File: config.mk
export PLATFORM = sky130hd
export DESIGN_NAME = audio_fir_top
export DESIGN_NICKNAME = d
export VERILOG_FILES = /design/src/hdl/audio_pkg.sv /design/src/hdl/fir_pkg.sv /design/src/hdl/fir_coeff_regs.sv /design/src/hdl/fir_delay_line.sv /design/src/hdl/fir_mac_engine.sv /design/src/hdl/audio_fir_top.sv
export SDC_FILE = /design/constraint.sdc
export NUM_CORES = 2
export LEC_CHECK = 0
export BUFFER_PORTS_ARGS = -buffer_cell sky130_fd_sc_hd__clkbuf_2
export CAP_MARGIN = 40
export CORE_MARGIN = 3
export CORE_UTILIZATION = 56
export DETAILED_ROUTE_END_ITERATION = 8
export GPL_TIMING_DRIVEN = 0
export MAX_ROUTING_LAYER = met4
export PLACE_DENSITY = 0.72
export SYNTH_ARGS = -nofsm -noshare
export SYNTH_HDL_FRONTEND = slang
export SYNTH_SLANG_ARGS = --single-unit
File: constraint.sdc
create_clock -name clk -period 39.3 [get_ports clk]
set_input_delay 3.93 -clock clk [delete_from_list [all_inputs] [get_ports clk]]
set_output_delay 3.93 -clock clk [all_outputs]
set_load 0.01 [all_outputs]
File: src/hdl/audio_pkg.sv
`default_nettype none

// Sample formats seen by the synthesizer side of the filter.
package audio_pkg;

    // ------------------------------------------------------------
    // Input samples
    // ------------------------------------------------------------
    localparam int sample_width = 9;

    // Left and right inputs, also the delay line contents.
    typedef logic signed [sample_width-1:0] sample_t;

    // ------------------------------------------------------------
    // Filtered output
    // ------------------------------------------------------------
    localparam int out_width = 25;

    typedef logic signed [out_width-1:0] out_t;  // Wraps modulo 2**25.

endpackage

`default_nettype wire

File: src/hdl/fir_pkg.sv
`default_nettype none

// Geometry and arithmetic of the 73-tap symmetric low-pass FIR.
package fir_pkg;

    // ------------------------------------------------------------
    // Filter geometry
    // ------------------------------------------------------------
    localparam int taps        = 73;
    localparam int coeff_count = (taps + 1) / 2;  // Unique coefficients.
    localparam int last_coeff  = coeff_count - 1;  // Centre tap.

    typedef logic [$clog2(taps)-1:0]        tap_index_t;    // 7 bits.
    typedef logic [$clog2(coeff_count)-1:0] coeff_index_t;  // 6 bits.

    // ------------------------------------------------------------
    // Arithmetic widths
    // ------------------------------------------------------------
    localparam int coeff_width   = 9;
    localparam int product_width = audio_pkg::sample_width + 1 + coeff_width;
    localparam int acc_width     = audio_pkg::out_width;

    typedef logic signed [coeff_width-1:0] coeff_t;

    // Symmetric taps are added before the multiplier, one bit of growth.
    typedef logic signed [audio_pkg::sample_width:0] pair_sum_t;

    typedef logic signed [product_width-1:0] product_t;  // 19 bits.

    // Accumulator matches the output word and simply wraps.
    typedef logic signed [acc_width-1:0] acc_t;

    // ------------------------------------------------------------
    // Default low-pass table, outermost tap first
    // ------------------------------------------------------------
    localparam coeff_t coeff_defaults [coeff_count] = '{
        // Taps 0 to 9, small negative skirt.
        9'sd0,
        -9'sd1,
        -9'sd1,
        -9'sd2,
        -9'sd3,
        -9'sd3,
        -9'sd4,
        -9'sd4,
        -9'sd3,
        -9'sd1,
        // Taps 10 to 18, first positive lobe.
        9'sd1,
        9'sd3,
        9'sd7,
        9'sd10,
        9'sd12,
        9'sd13,
        9'sd12,
        9'sd9,
        9'sd3,
        // Taps 19 to 27, negative lobe.
        -9'sd5,
        -9'sd14,
        -9'sd24,
        -9'sd33,
        -9'sd40,
        -9'sd43,
        -9'sd39,
        -9'sd29,
        -9'sd12,
        // Taps 28 to 36, main lobe up to the centre.
        9'sd13,
        9'sd44,
        9'sd80,
        9'sd119,
        9'sd157,
        9'sd192,
        9'sd222,
        9'sd243,
        9'sd255
    };

endpackage

`default_nettype wire

File: src/hdl/fir_coeff_regs.sv
`timescale 1ns/10ps
`default_nettype none

// Writable coefficient store for the FIR engine.
module fir_coeff_regs (
    input  logic                  clk,
    input  logic                  rst,
    input  logic                  coeff_we,
    input  fir_pkg::coeff_index_t coeff_addr,
    input  fir_pkg::coeff_t       coeff_data,
    input  fir_pkg::coeff_index_t coeff_index,
    output fir_pkg::coeff_t       coeff_value
);

    fir_pkg::coeff_t coeffs [fir_pkg::coeff_count];
    logic            addr_ok;

    // Addresses past the table are dropped silently.
    assign addr_ok = (coeff_addr < fir_pkg::coeff_index_t'(fir_pkg::coeff_count));

    // ------------------------------------------------------------
    // Register file
    // ------------------------------------------------------------
    always_ff @(posedge clk) begin
        if (rst) begin
            for (int i = 0; i < fir_pkg::coeff_count; i++) begin
                coeffs[i] <= fir_pkg::coeff_defaults[i];  // Low-pass table.
            end
        end else if (coeff_we && addr_ok) begin
            coeffs[coeff_addr] <= coeff_data;  // Host write, takes effect at once.
        end
    end

    // Engine read port.
    assign coeff_value = coeffs[coeff_index];

    // ------------------------------------------------------------
    // Checks
    // ------------------------------------------------------------
    // The sequencer must stay inside the table on every cycle.
    coeff_index_in_range: assert property (
        @(posedge clk) disable iff (rst)
        coeff_index <= fir_pkg::coeff_index_t'(fir_pkg::last_coeff)
    ) else $error("coeff_index %0d past end of table", coeff_index);

endmodule

`default_nettype wire

File: src/hdl/fir_delay_line.sv
`timescale 1ns/10ps
`default_nettype none

// Stereo sample history, newest sample at position 0.
module fir_delay_line (
    input  logic                clk,
    input  logic                rst,
    input  logic                shift,
    input  audio_pkg::sample_t  left_in,
    input  audio_pkg::sample_t  right_in,
    input  fir_pkg::tap_index_t fwd_index,
    input  fir_pkg::tap_index_t rev_index,
    output audio_pkg::sample_t  fwd_left,
    output audio_pkg::sample_t  rev_left,
    output audio_pkg::sample_t  fwd_right,
    output audio_pkg::sample_t  rev_right
);

    audio_pkg::sample_t chain_left  [fir_pkg::taps];
    audio_pkg::sample_t chain_right [fir_pkg::taps];

    // ------------------------------------------------------------
    // Shift chains
    // ------------------------------------------------------------
    always_ff @(posedge clk) begin
        if (rst) begin
            for (int i = 0; i < fir_pkg::taps; i++) begin
                chain_left[i]  <= '0;
                chain_right[i] <= '0;
            end
        end else if (shift) begin
            chain_left[0]  <= left_in;   // New pair enters here.
            chain_right[0] <= right_in;
            for (int i = 1; i < fir_pkg::taps; i++) begin
                chain_left[i]  <= chain_left[i-1];
                chain_right[i] <= chain_right[i-1];
            end
        end
    end

    // ------------------------------------------------------------
    // Tap read ports
    // ------------------------------------------------------------
    // Forward index walks up from the newest sample,
    // reverse index walks down from the oldest one.
    assign fwd_left  = chain_left[fwd_index];
    assign rev_left  = chain_left[rev_index];
    assign fwd_right = chain_right[fwd_index];
    assign rev_right = chain_right[rev_index];

endmodule

`default_nettype wire

File: src/hdl/fir_mac_engine.sv
`timescale 1ns/10ps
`default_nettype none

// Time-shared multiply-accumulate for both channels.
module fir_mac_engine (
    input  logic                  clk,
    input  logic                  rst,
    input  logic                  sample,
    input  audio_pkg::sample_t    fwd_left,
    input  audio_pkg::sample_t    rev_left,
    input  audio_pkg::sample_t    fwd_right,
    input  audio_pkg::sample_t    rev_right,
    input  fir_pkg::coeff_t       coeff_value,
    output logic                  shift,
    output fir_pkg::tap_index_t   fwd_index,
    output fir_pkg::tap_index_t   rev_index,
    output fir_pkg::coeff_index_t coeff_index,
    output audio_pkg::out_t       left_out,
    output audio_pkg::out_t       right_out,
    output logic                  sample_out,
    output logic                  overrun
);

    typedef enum logic [1:0] {
        IDLE,
        LEFT,
        RIGHT
    } state_t;

    state_t                state;
    logic                  sample_q;
    logic                  rise;        // Registered rising edge of sample.
    fir_pkg::coeff_index_t cnt;
    fir_pkg::tap_index_t   rev;
    fir_pkg::acc_t         acc;
    fir_pkg::acc_t         acc_next;
    logic                  last_stage;
    audio_pkg::sample_t    fwd_tap;
    audio_pkg::sample_t    rev_tap;
    fir_pkg::pair_sum_t    rev_term;
    fir_pkg::pair_sum_t    pair_sum;
    fir_pkg::product_t     product;

    // ------------------------------------------------------------
    // Sample edge detection
    // ------------------------------------------------------------
    always_ff @(posedge clk) begin
        if (rst) begin
            sample_q <= 1'b0;
            rise     <= 1'b0;
        end else begin
            sample_q <= sample;
            rise     <= sample & ~sample_q;
        end
    end

    // Only an idle engine accepts the new pair.
    assign shift = rise && (state == IDLE);

    // ------------------------------------------------------------
    // Pre-add and multiply
    // ------------------------------------------------------------
    assign last_stage = (cnt == fir_pkg::coeff_index_t'(fir_pkg::last_coeff));

    assign fwd_tap = (state == RIGHT) ? fwd_right : fwd_left;
    assign rev_tap = (state == RIGHT) ? rev_right : rev_left;

    // Centre tap has no partner.
    assign rev_term = last_stage ? fir_pkg::pair_sum_t'(0) : fir_pkg::pair_sum_t'(rev_tap);
    assign pair_sum = fir_pkg::pair_sum_t'(fwd_tap) + rev_term;

    assign product  = pair_sum * coeff_value;
    assign acc_next = acc + fir_pkg::acc_t'(product);  // Wraps at 25 bits.

    // ------------------------------------------------------------
    // Sequencer
    // ------------------------------------------------------------
    always_ff @(posedge clk) begin
        if (rst) begin
            state      <= IDLE;
            cnt        <= '0;
            rev        <= fir_pkg::tap_index_t'(fir_pkg::taps - 1);
            acc        <= '0;
            left_out   <= '0;
            right_out  <= '0;
            sample_out <= 1'b0;
            overrun    <= 1'b0;
        end else begin
            sample_out <= 1'b0;
            overrun    <= rise && (state != IDLE);  // Sample dropped while busy.
            case (state)
                IDLE: begin
                    if (rise) begin
                        state <= LEFT;
                        cnt   <= '0;
                        rev   <= fir_pkg::tap_index_t'(fir_pkg::taps - 1);
                        acc   <= '0;
                    end
                end
                LEFT, RIGHT: begin
                    if (last_stage) begin
                        cnt <= '0;
                        rev <= fir_pkg::tap_index_t'(fir_pkg::taps - 1);
                        acc <= '0;
                        if (state == LEFT) begin
                            left_out <= acc_next;
                            state    <= RIGHT;
                        end else begin
                            right_out  <= acc_next;
                            sample_out <= 1'b1;  // Both channels ready.
                            state      <= IDLE;
                        end
                    end else begin
                        acc <= acc_next;
                        cnt <= cnt + 1'b1;
                        rev <= rev - 1'b1;
                    end
                end
                default: state <= IDLE;
            endcase
        end
    end

    assign fwd_index   = fir_pkg::tap_index_t'(cnt);
    assign rev_index   = rev;
    assign coeff_index = cnt;

    // ------------------------------------------------------------
    // Checks
    // ------------------------------------------------------------
    // One strobe per finished frame.
    sample_out_single: assert property (
        @(posedge clk) disable iff (rst)
        sample_out |=> !sample_out
    ) else $error("sample_out high for two cycles");

    // A shift starts the left pass at tap 0 with a cleared accumulator.
    shift_starts_left: assert property (
        @(posedge clk) disable iff (rst)
        shift |=> (state == LEFT && cnt == '0 && acc == '0)
    ) else $error("shift did not start the left pass");

endmodule

`default_nettype wire

File: src/hdl/audio_fir_top.sv
`timescale 1ns/10ps
`default_nettype none

// Stereo output filter: coefficient store, sample history and MAC engine.
module audio_fir_top (
    input  logic                  clk,
    input  logic                  rst,
    input  logic                  sample,
    input  audio_pkg::sample_t    left_in,
    input  audio_pkg::sample_t    right_in,
    input  logic                  coeff_we,
    input  fir_pkg::coeff_index_t coeff_addr,
    input  fir_pkg::coeff_t       coeff_data,
    output audio_pkg::out_t       left_out,
    output audio_pkg::out_t       right_out,
    output logic                  sample_out,
    output logic                  overrun
);

    logic                  shift;
    fir_pkg::tap_index_t   fwd_index;
    fir_pkg::tap_index_t   rev_index;
    fir_pkg::coeff_index_t coeff_index;
    fir_pkg::coeff_t       coeff_value;
    audio_pkg::sample_t    fwd_left;
    audio_pkg::sample_t    rev_left;
    audio_pkg::sample_t    fwd_right;
    audio_pkg::sample_t    rev_right;

    fir_coeff_regs coeff_regs (
        .clk         (clk),
        .rst         (rst),
        .coeff_we    (coeff_we),
        .coeff_addr  (coeff_addr),
        .coeff_data  (coeff_data),
        .coeff_index (coeff_index),
        .coeff_value (coeff_value)
    );

    fir_delay_line delay_line (
        .clk       (clk),
        .rst       (rst),
        .shift     (shift),
        .left_in   (left_in),
        .right_in  (right_in),
        .fwd_index (fwd_index),
        .rev_index (rev_index),
        .fwd_left  (fwd_left),
        .rev_left  (rev_left),
        .fwd_right (fwd_right),
        .rev_right (rev_right)
    );

    fir_mac_engine mac_engine (
        .clk         (clk),
        .rst         (rst),
        .sample      (sample),
        .fwd_left    (fwd_left),
        .rev_left    (rev_left),
        .fwd_right   (fwd_right),
        .rev_right   (rev_right),
        .coeff_value (coeff_value),
        .shift       (shift),
        .fwd_index   (fwd_index),
        .rev_index   (rev_index),
        .coeff_index (coeff_index),
        .left_out    (left_out),
        .right_out   (right_out),
        .sample_out  (sample_out),
        .overrun     (overrun)
    );

endmodule

`default_nettype wire

After elaboration in Yosys (flattened, before gate mapping):

Memory sizes are Yosys's and may differ from the RTL's. A register that Yosys moved wholly into a read port is not among the register bits.
Cells that the tools add are included.
Widths: inputs -> output; s select.

* input port bits: 37
* flip-flop bits (word level): 94
* bits in writable memories: 1647
* output and inout port bits: 52
* word-level logic and storage cells: 372
* memories kept: 3

* multipliers: 1
* equality and inequality tests: 5
* bitwise gates (word level): 151
* $add $sub $neg: 4
* multiplexer cells: 184
* reductions and logical operators: 13
* magnitude comparators: 1

Memory list
* delay_line.chain_left: depth 73, bits a word 9, rd ports 74, clocked after memory_dff 2, wr ports 73, RTL line fir_delay_line.sv:19 `audio_pkg::sample_t chain_left [fir_pkg::taps];`
* delay_line.chain_right: depth 73, bits a word 9, rd ports 74, clocked after memory_dff 2, wr ports 73, RTL line fir_delay_line.sv:20 `audio_pkg::sample_t chain_right [fir_pkg::taps];`
* coeff_regs.coeffs: depth 37, bits a word 9, rd ports 1, clocked after memory_dff 1, wr ports 37, RTL line fir_coeff_regs.sv:15 `fir_pkg::coeff_t coeffs [fir_pkg::coeff_count];`

Operator list (number)
* $mux 9: 149
* $or 1x1->1: 146
* $mux 7: 10
* $mux 25: 2
* $pmux 25 s2: 1
* $mux 6: 5
* $add 25x19->25: 1
* $mul 10x9->19: 1
* $pmux 7 s2: 1
* $pmux 6 s2: 1
* $add 9x10->10: 1
* $mux 1: 10
* $mux 10: 1
* $reduce_or 9->1: 1
* $sub 7x1->7 const B: 1
* $add 6x1->6 const B: 1
* $eq 6x6->1 const B: 1
* $lt 6x6->1 const B: 1
* $mux 2: 3
* $reduce_and 3->1: 2
* $ne 2x1->1 const B: 2
* $not 1->1: 4
* $pmux 2 s2: 1
* $reduce_and 2->1: 2
* other kinds (8): 11

Depth between registers and ports, before layout:

* word-level depth: 8
* gate-level depth with buffers: 39

By module:

Synthesis repeated with hierarchy kept, for this count alone.

* cells, all modules: 6872
* area, all modules: 103214.0 µm²

By module, submodules not included
* fir_delay_line: times used 1, cells an instance 4299, area each 69117.5 µm²
* fir_coeff_regs: times used 1, cells an instance 1438, area each 24567.3 µm²
* fir_mac_engine: times used 1, cells an instance 1135, area each 9529.1 µm²

Worst setup path after synthesis:

Ideal clock, no wire load.

* kind: input -> register
* start point: in rst
* end point: mem delay_line.chain_left[0][0] (netlist name) (enable)
* slack: 1624 ps
* data required time: 37363 ps
* arrival time: 35739 ps
* cell stages on the path: 3
* cell sequence: clkbuf_1 clkbuf_1 nand2b_1

RTL lines
* start, declared: RTL line audio_fir_top.sv:7 `input logic rst,`
* end, declared: RTL line fir_delay_line.sv:19

==> flow_metrics.env <==
export IMPL_outcome="completed"
export IMPL_crit_slowest_cell="clkbuf_2"
export IMPL_track_usage=0.4037
export IMPL_drc_errors=0
export IMPL_num_fill_cells=12890
export IMPL_multi_input_area_um2=40320
export IMPL_cts_tree="built"
export IMPL_muxShareOfSynthArea=0.2077
export IMPL_synthAdderAreaFrac=0.03119
export IMPL_whs_ps=391.7
export IMPL_setup_viol=0
export IMPL_grt_pass1_vias=63830
export IMPL_rsz0062_at_grt="no"
export IMPL_cp_start_kind="flop"
export IMPL_h_tree_depth=4
export IMPL_worstPathArrival_ps=13450
export IMPL_synth_ff_type="edfxtp_1"
export IMPL_clk_pin_slew_ps=60
export IMPL_cts_hold_repair_buffers=0
export IMPL_synthDistinctLibCells=63
export IMPL_worstSkewPairLatency_ps=880
export IMPL_initial_core_util=0.5650
export IMPL_synth_area_um2=101000
export IMPL_drive_above_1_share=0.2295
export IMPL_drtPass1Iterations=6
export IMPL_regArea_um2=58900
export IMPL_crit_fanout=10
export IMPL_slew_violations=0
export IMPL_tns_ps=0
export IMPL_ff2ff_path_depth=38
export IMPL_wl_per_cell_um=37.71
export IMPL_io_buffers=88
export IMPL_synth_simple_area_share=0.1247
export IMPL_leakage_nw=40.53
export IMPL_numCtsBuffers=206
export IMPL_synth_top_family_by_area="multiplexers"
export IMPL_clock_sinks=1997
export IMPL_ant_nets=0
export IMPL_initialDrtViolationCount=12710
export IMPL_postCtsSetupBuffers=0
export IMPL_area_delta_synth_final_pct=13.29
export IMPL_grt_start_max_net_pins=67
export IMPL_async_flop_share=0
export IMPL_io_pin_count=89
export IMPL_min_path_type="reg -> reg"
export IMPL_p_per_area_nw_per_um2=67.32
export IMPL_dieHeight_um=430.7
export IMPL_cap_violations=0
export IMPL_num_vias=67350
export IMPL_placementRows=155
export IMPL_cp_end_kind="flop"
export IMPL_nets=7276
export IMPL_post_place_ws_ps=27110
export IMPL_syn_inst=6369
export IMPL_hpwlAfterDp_mm=259.4
export IMPL_cp_required_ps=39990
export IMPL_fmaxAchievable_ghz=0.07834
export IMPL_worstMarginPinSlew_ps=1125
export IMPL_dpl_cell_count=9188
export IMPL_synth_seq_area_share=0.5830
export IMPL_die_w_um=430.7
export IMPL_drt_total_wl_mm=362.3
export IMPL_antenna_found_initial=33
export IMPL_synth_seq_cells=1997
export IMPL_timing_final_ws_setup_ps=26540
export IMPL_fin_crit_sh=0.3248
export IMPL_synth_compound_area_share=0.02353
export IMPL_cts_resized=0
export IMPL_relSlewSlack=0.2498
export IMPL_vdd_drop_max_mv=0.2447
export IMPL_coreArea_um2=178800
export IMPL_design_area_um2=114400
export IMPL_gp_congestion=1.078
export IMPL_period_minus_slack_ps=12760
export IMPL_worstSetupPathType="reg -> reg"
export IMPL_synth_edf_count=1890
export IMPL_avgSynthCellArea_um2=15.86
export IMPL_finalHoldViolations=0
export IMPL_grt_pass1_wl_mm=499.9
export IMPL_die_area_um2=185500
export IMPL_via_per_inst=7.010
export IMPL_worstHoldPathCells=1
export IMPL_place_area_um2=107500
export IMPL_finalClockSkew_ps=56.33
export IMPL_clock_path_buffers=3
export IMPL_cpPeakStageDelay_ps=880
export IMPL_finalNonFillerCells=9608
export IMPL_root_buffer="clkbuf_16"
export IMPL_yosys_warnings=0
export IMPL_overflow=0
export IMPL_synthXorXnorAreaFrac=0.002774
critical path: cells and delay by family (launching register included):
family	cells	cell delay, ps
AO/OA/AOI/OAI	13	3050
buffers and inverters	11	3540
adder cells (fa/ha/maj)	7	3260
flip-flops	1	390
multiplexers	1	440
AND/OR/NAND/NOR	5	1480
XOR/XNOR	1	420
layer usage:
metal	global-route usage	up-vias	wire length, um
li1	-	25610	-
met1	0.5332	34750	127000
met2	0.5422	5938	152000
met3	0.1662	1058	60610
met4	0.1980	0	22720
met5	-	-	0
through the flow:
stage	utilization	power (mW)
2_1_floorplan	-	4.940
3_3_place_gp	0.5890	5.854
3_5_place_dp	0.6014	5.691
4_1_cts	0.6390	7.678
5_1_grt	0.6399	8.146
6_report	0.6400	7.704
cell type report:
cell class                 instances  area share
inverter                         172    0.005641
timing repair buffer             233     0.02357
clock inverter                   129     0.01157
sequential                      1997      0.5146
buffer                           495     0.01877
antenna                           24   0.0005248
multi-input combinational       3947      0.3523
tap                             2355     0.02575
clock buffer                     256     0.04723
synth_stat cells (53+ instances only):
cell type	number	area [um2]
dfxtp_1	107	2142
nand2_1	246	923.4
nor2b_1	157	982.2
and2_1	1292	8083
or3_1	116	725.7
buf_2	81	405.4
inv_1	170	638.1
edfxtp_1	1890	56750
ha_1	79	988.5
nor2_1	124	465.5
mux4_2	901	20290
fa_1	108	2162
nor3_1	78	390.4
a21oi_1	77	385.4
or2_2	53	331.6
clkbuf_1	362	1359
mux2i_1	63	630.6
final timing paths:
check | from | end | slack, ps
min | mac_engine.sample_q$_SDFF_PP0_ | mac_engine.rise$_SDFF_PP0_ | 390
min reg2reg | mac_engine.sample_q$_SDFF_PP0_ | mac_engine.rise$_SDFF_PP0_ | 390
max reg2reg | flop | mac_engine.right_out[24]$_SDFFE_PP0P_ | 26540
max | flop | mac_engine.right_out[24]$_SDFFE_PP0P_ | 26540
cell usage in the layout, fill, tap and decap left out, types with 55 or more instances in the layout:
cell type  count
clkbuf_1     371
dfxtp_1      107
nor2b_1      157
nor3_1        78
conb_1       243
mux4_2       901
a21oi_1       77
clkbuf_2     124
nand2_1      246
ha_1          79
mux2i_1       63
buf_8         55
buf_2        100
inv_1        170
nor2_1       123
or3_1        116
clkbuf_16    207
fa_1         108
and2_1      1292
edfxtp_1    1890
sequential cells by signal (all words and copies together) (netlist names), 2 cells and up, named ones only:
name                    cells
mac_engine.left_out        25
mac_engine.right_out       25
mac_engine.acc             25
mac_engine.coeff_index      6
mac_engine.rev_index        7
delay_line.chain_left     657
delay_line.chain_right    657
coeff_regs.coeffs         576
mac_engine.state            2
where the power goes:
| group | switching (mW) | internal, mW |
|---|---|---|
| clock | 0.885 | 1.11 |
| sequential | 0.0874 | 2.48 |
| combinational | 1.95 | 1.18 |
logic make-up after synthesis:
group	Yosys count
xor gates and xnor gates	32
and+or+nand+nor	2174
other	1
DFF	1997
AOI/OAI and AO/OA	342
adders and majority gates	187
muxes	969
buffers and inverters	667
(Power assumes the default switching activity.)
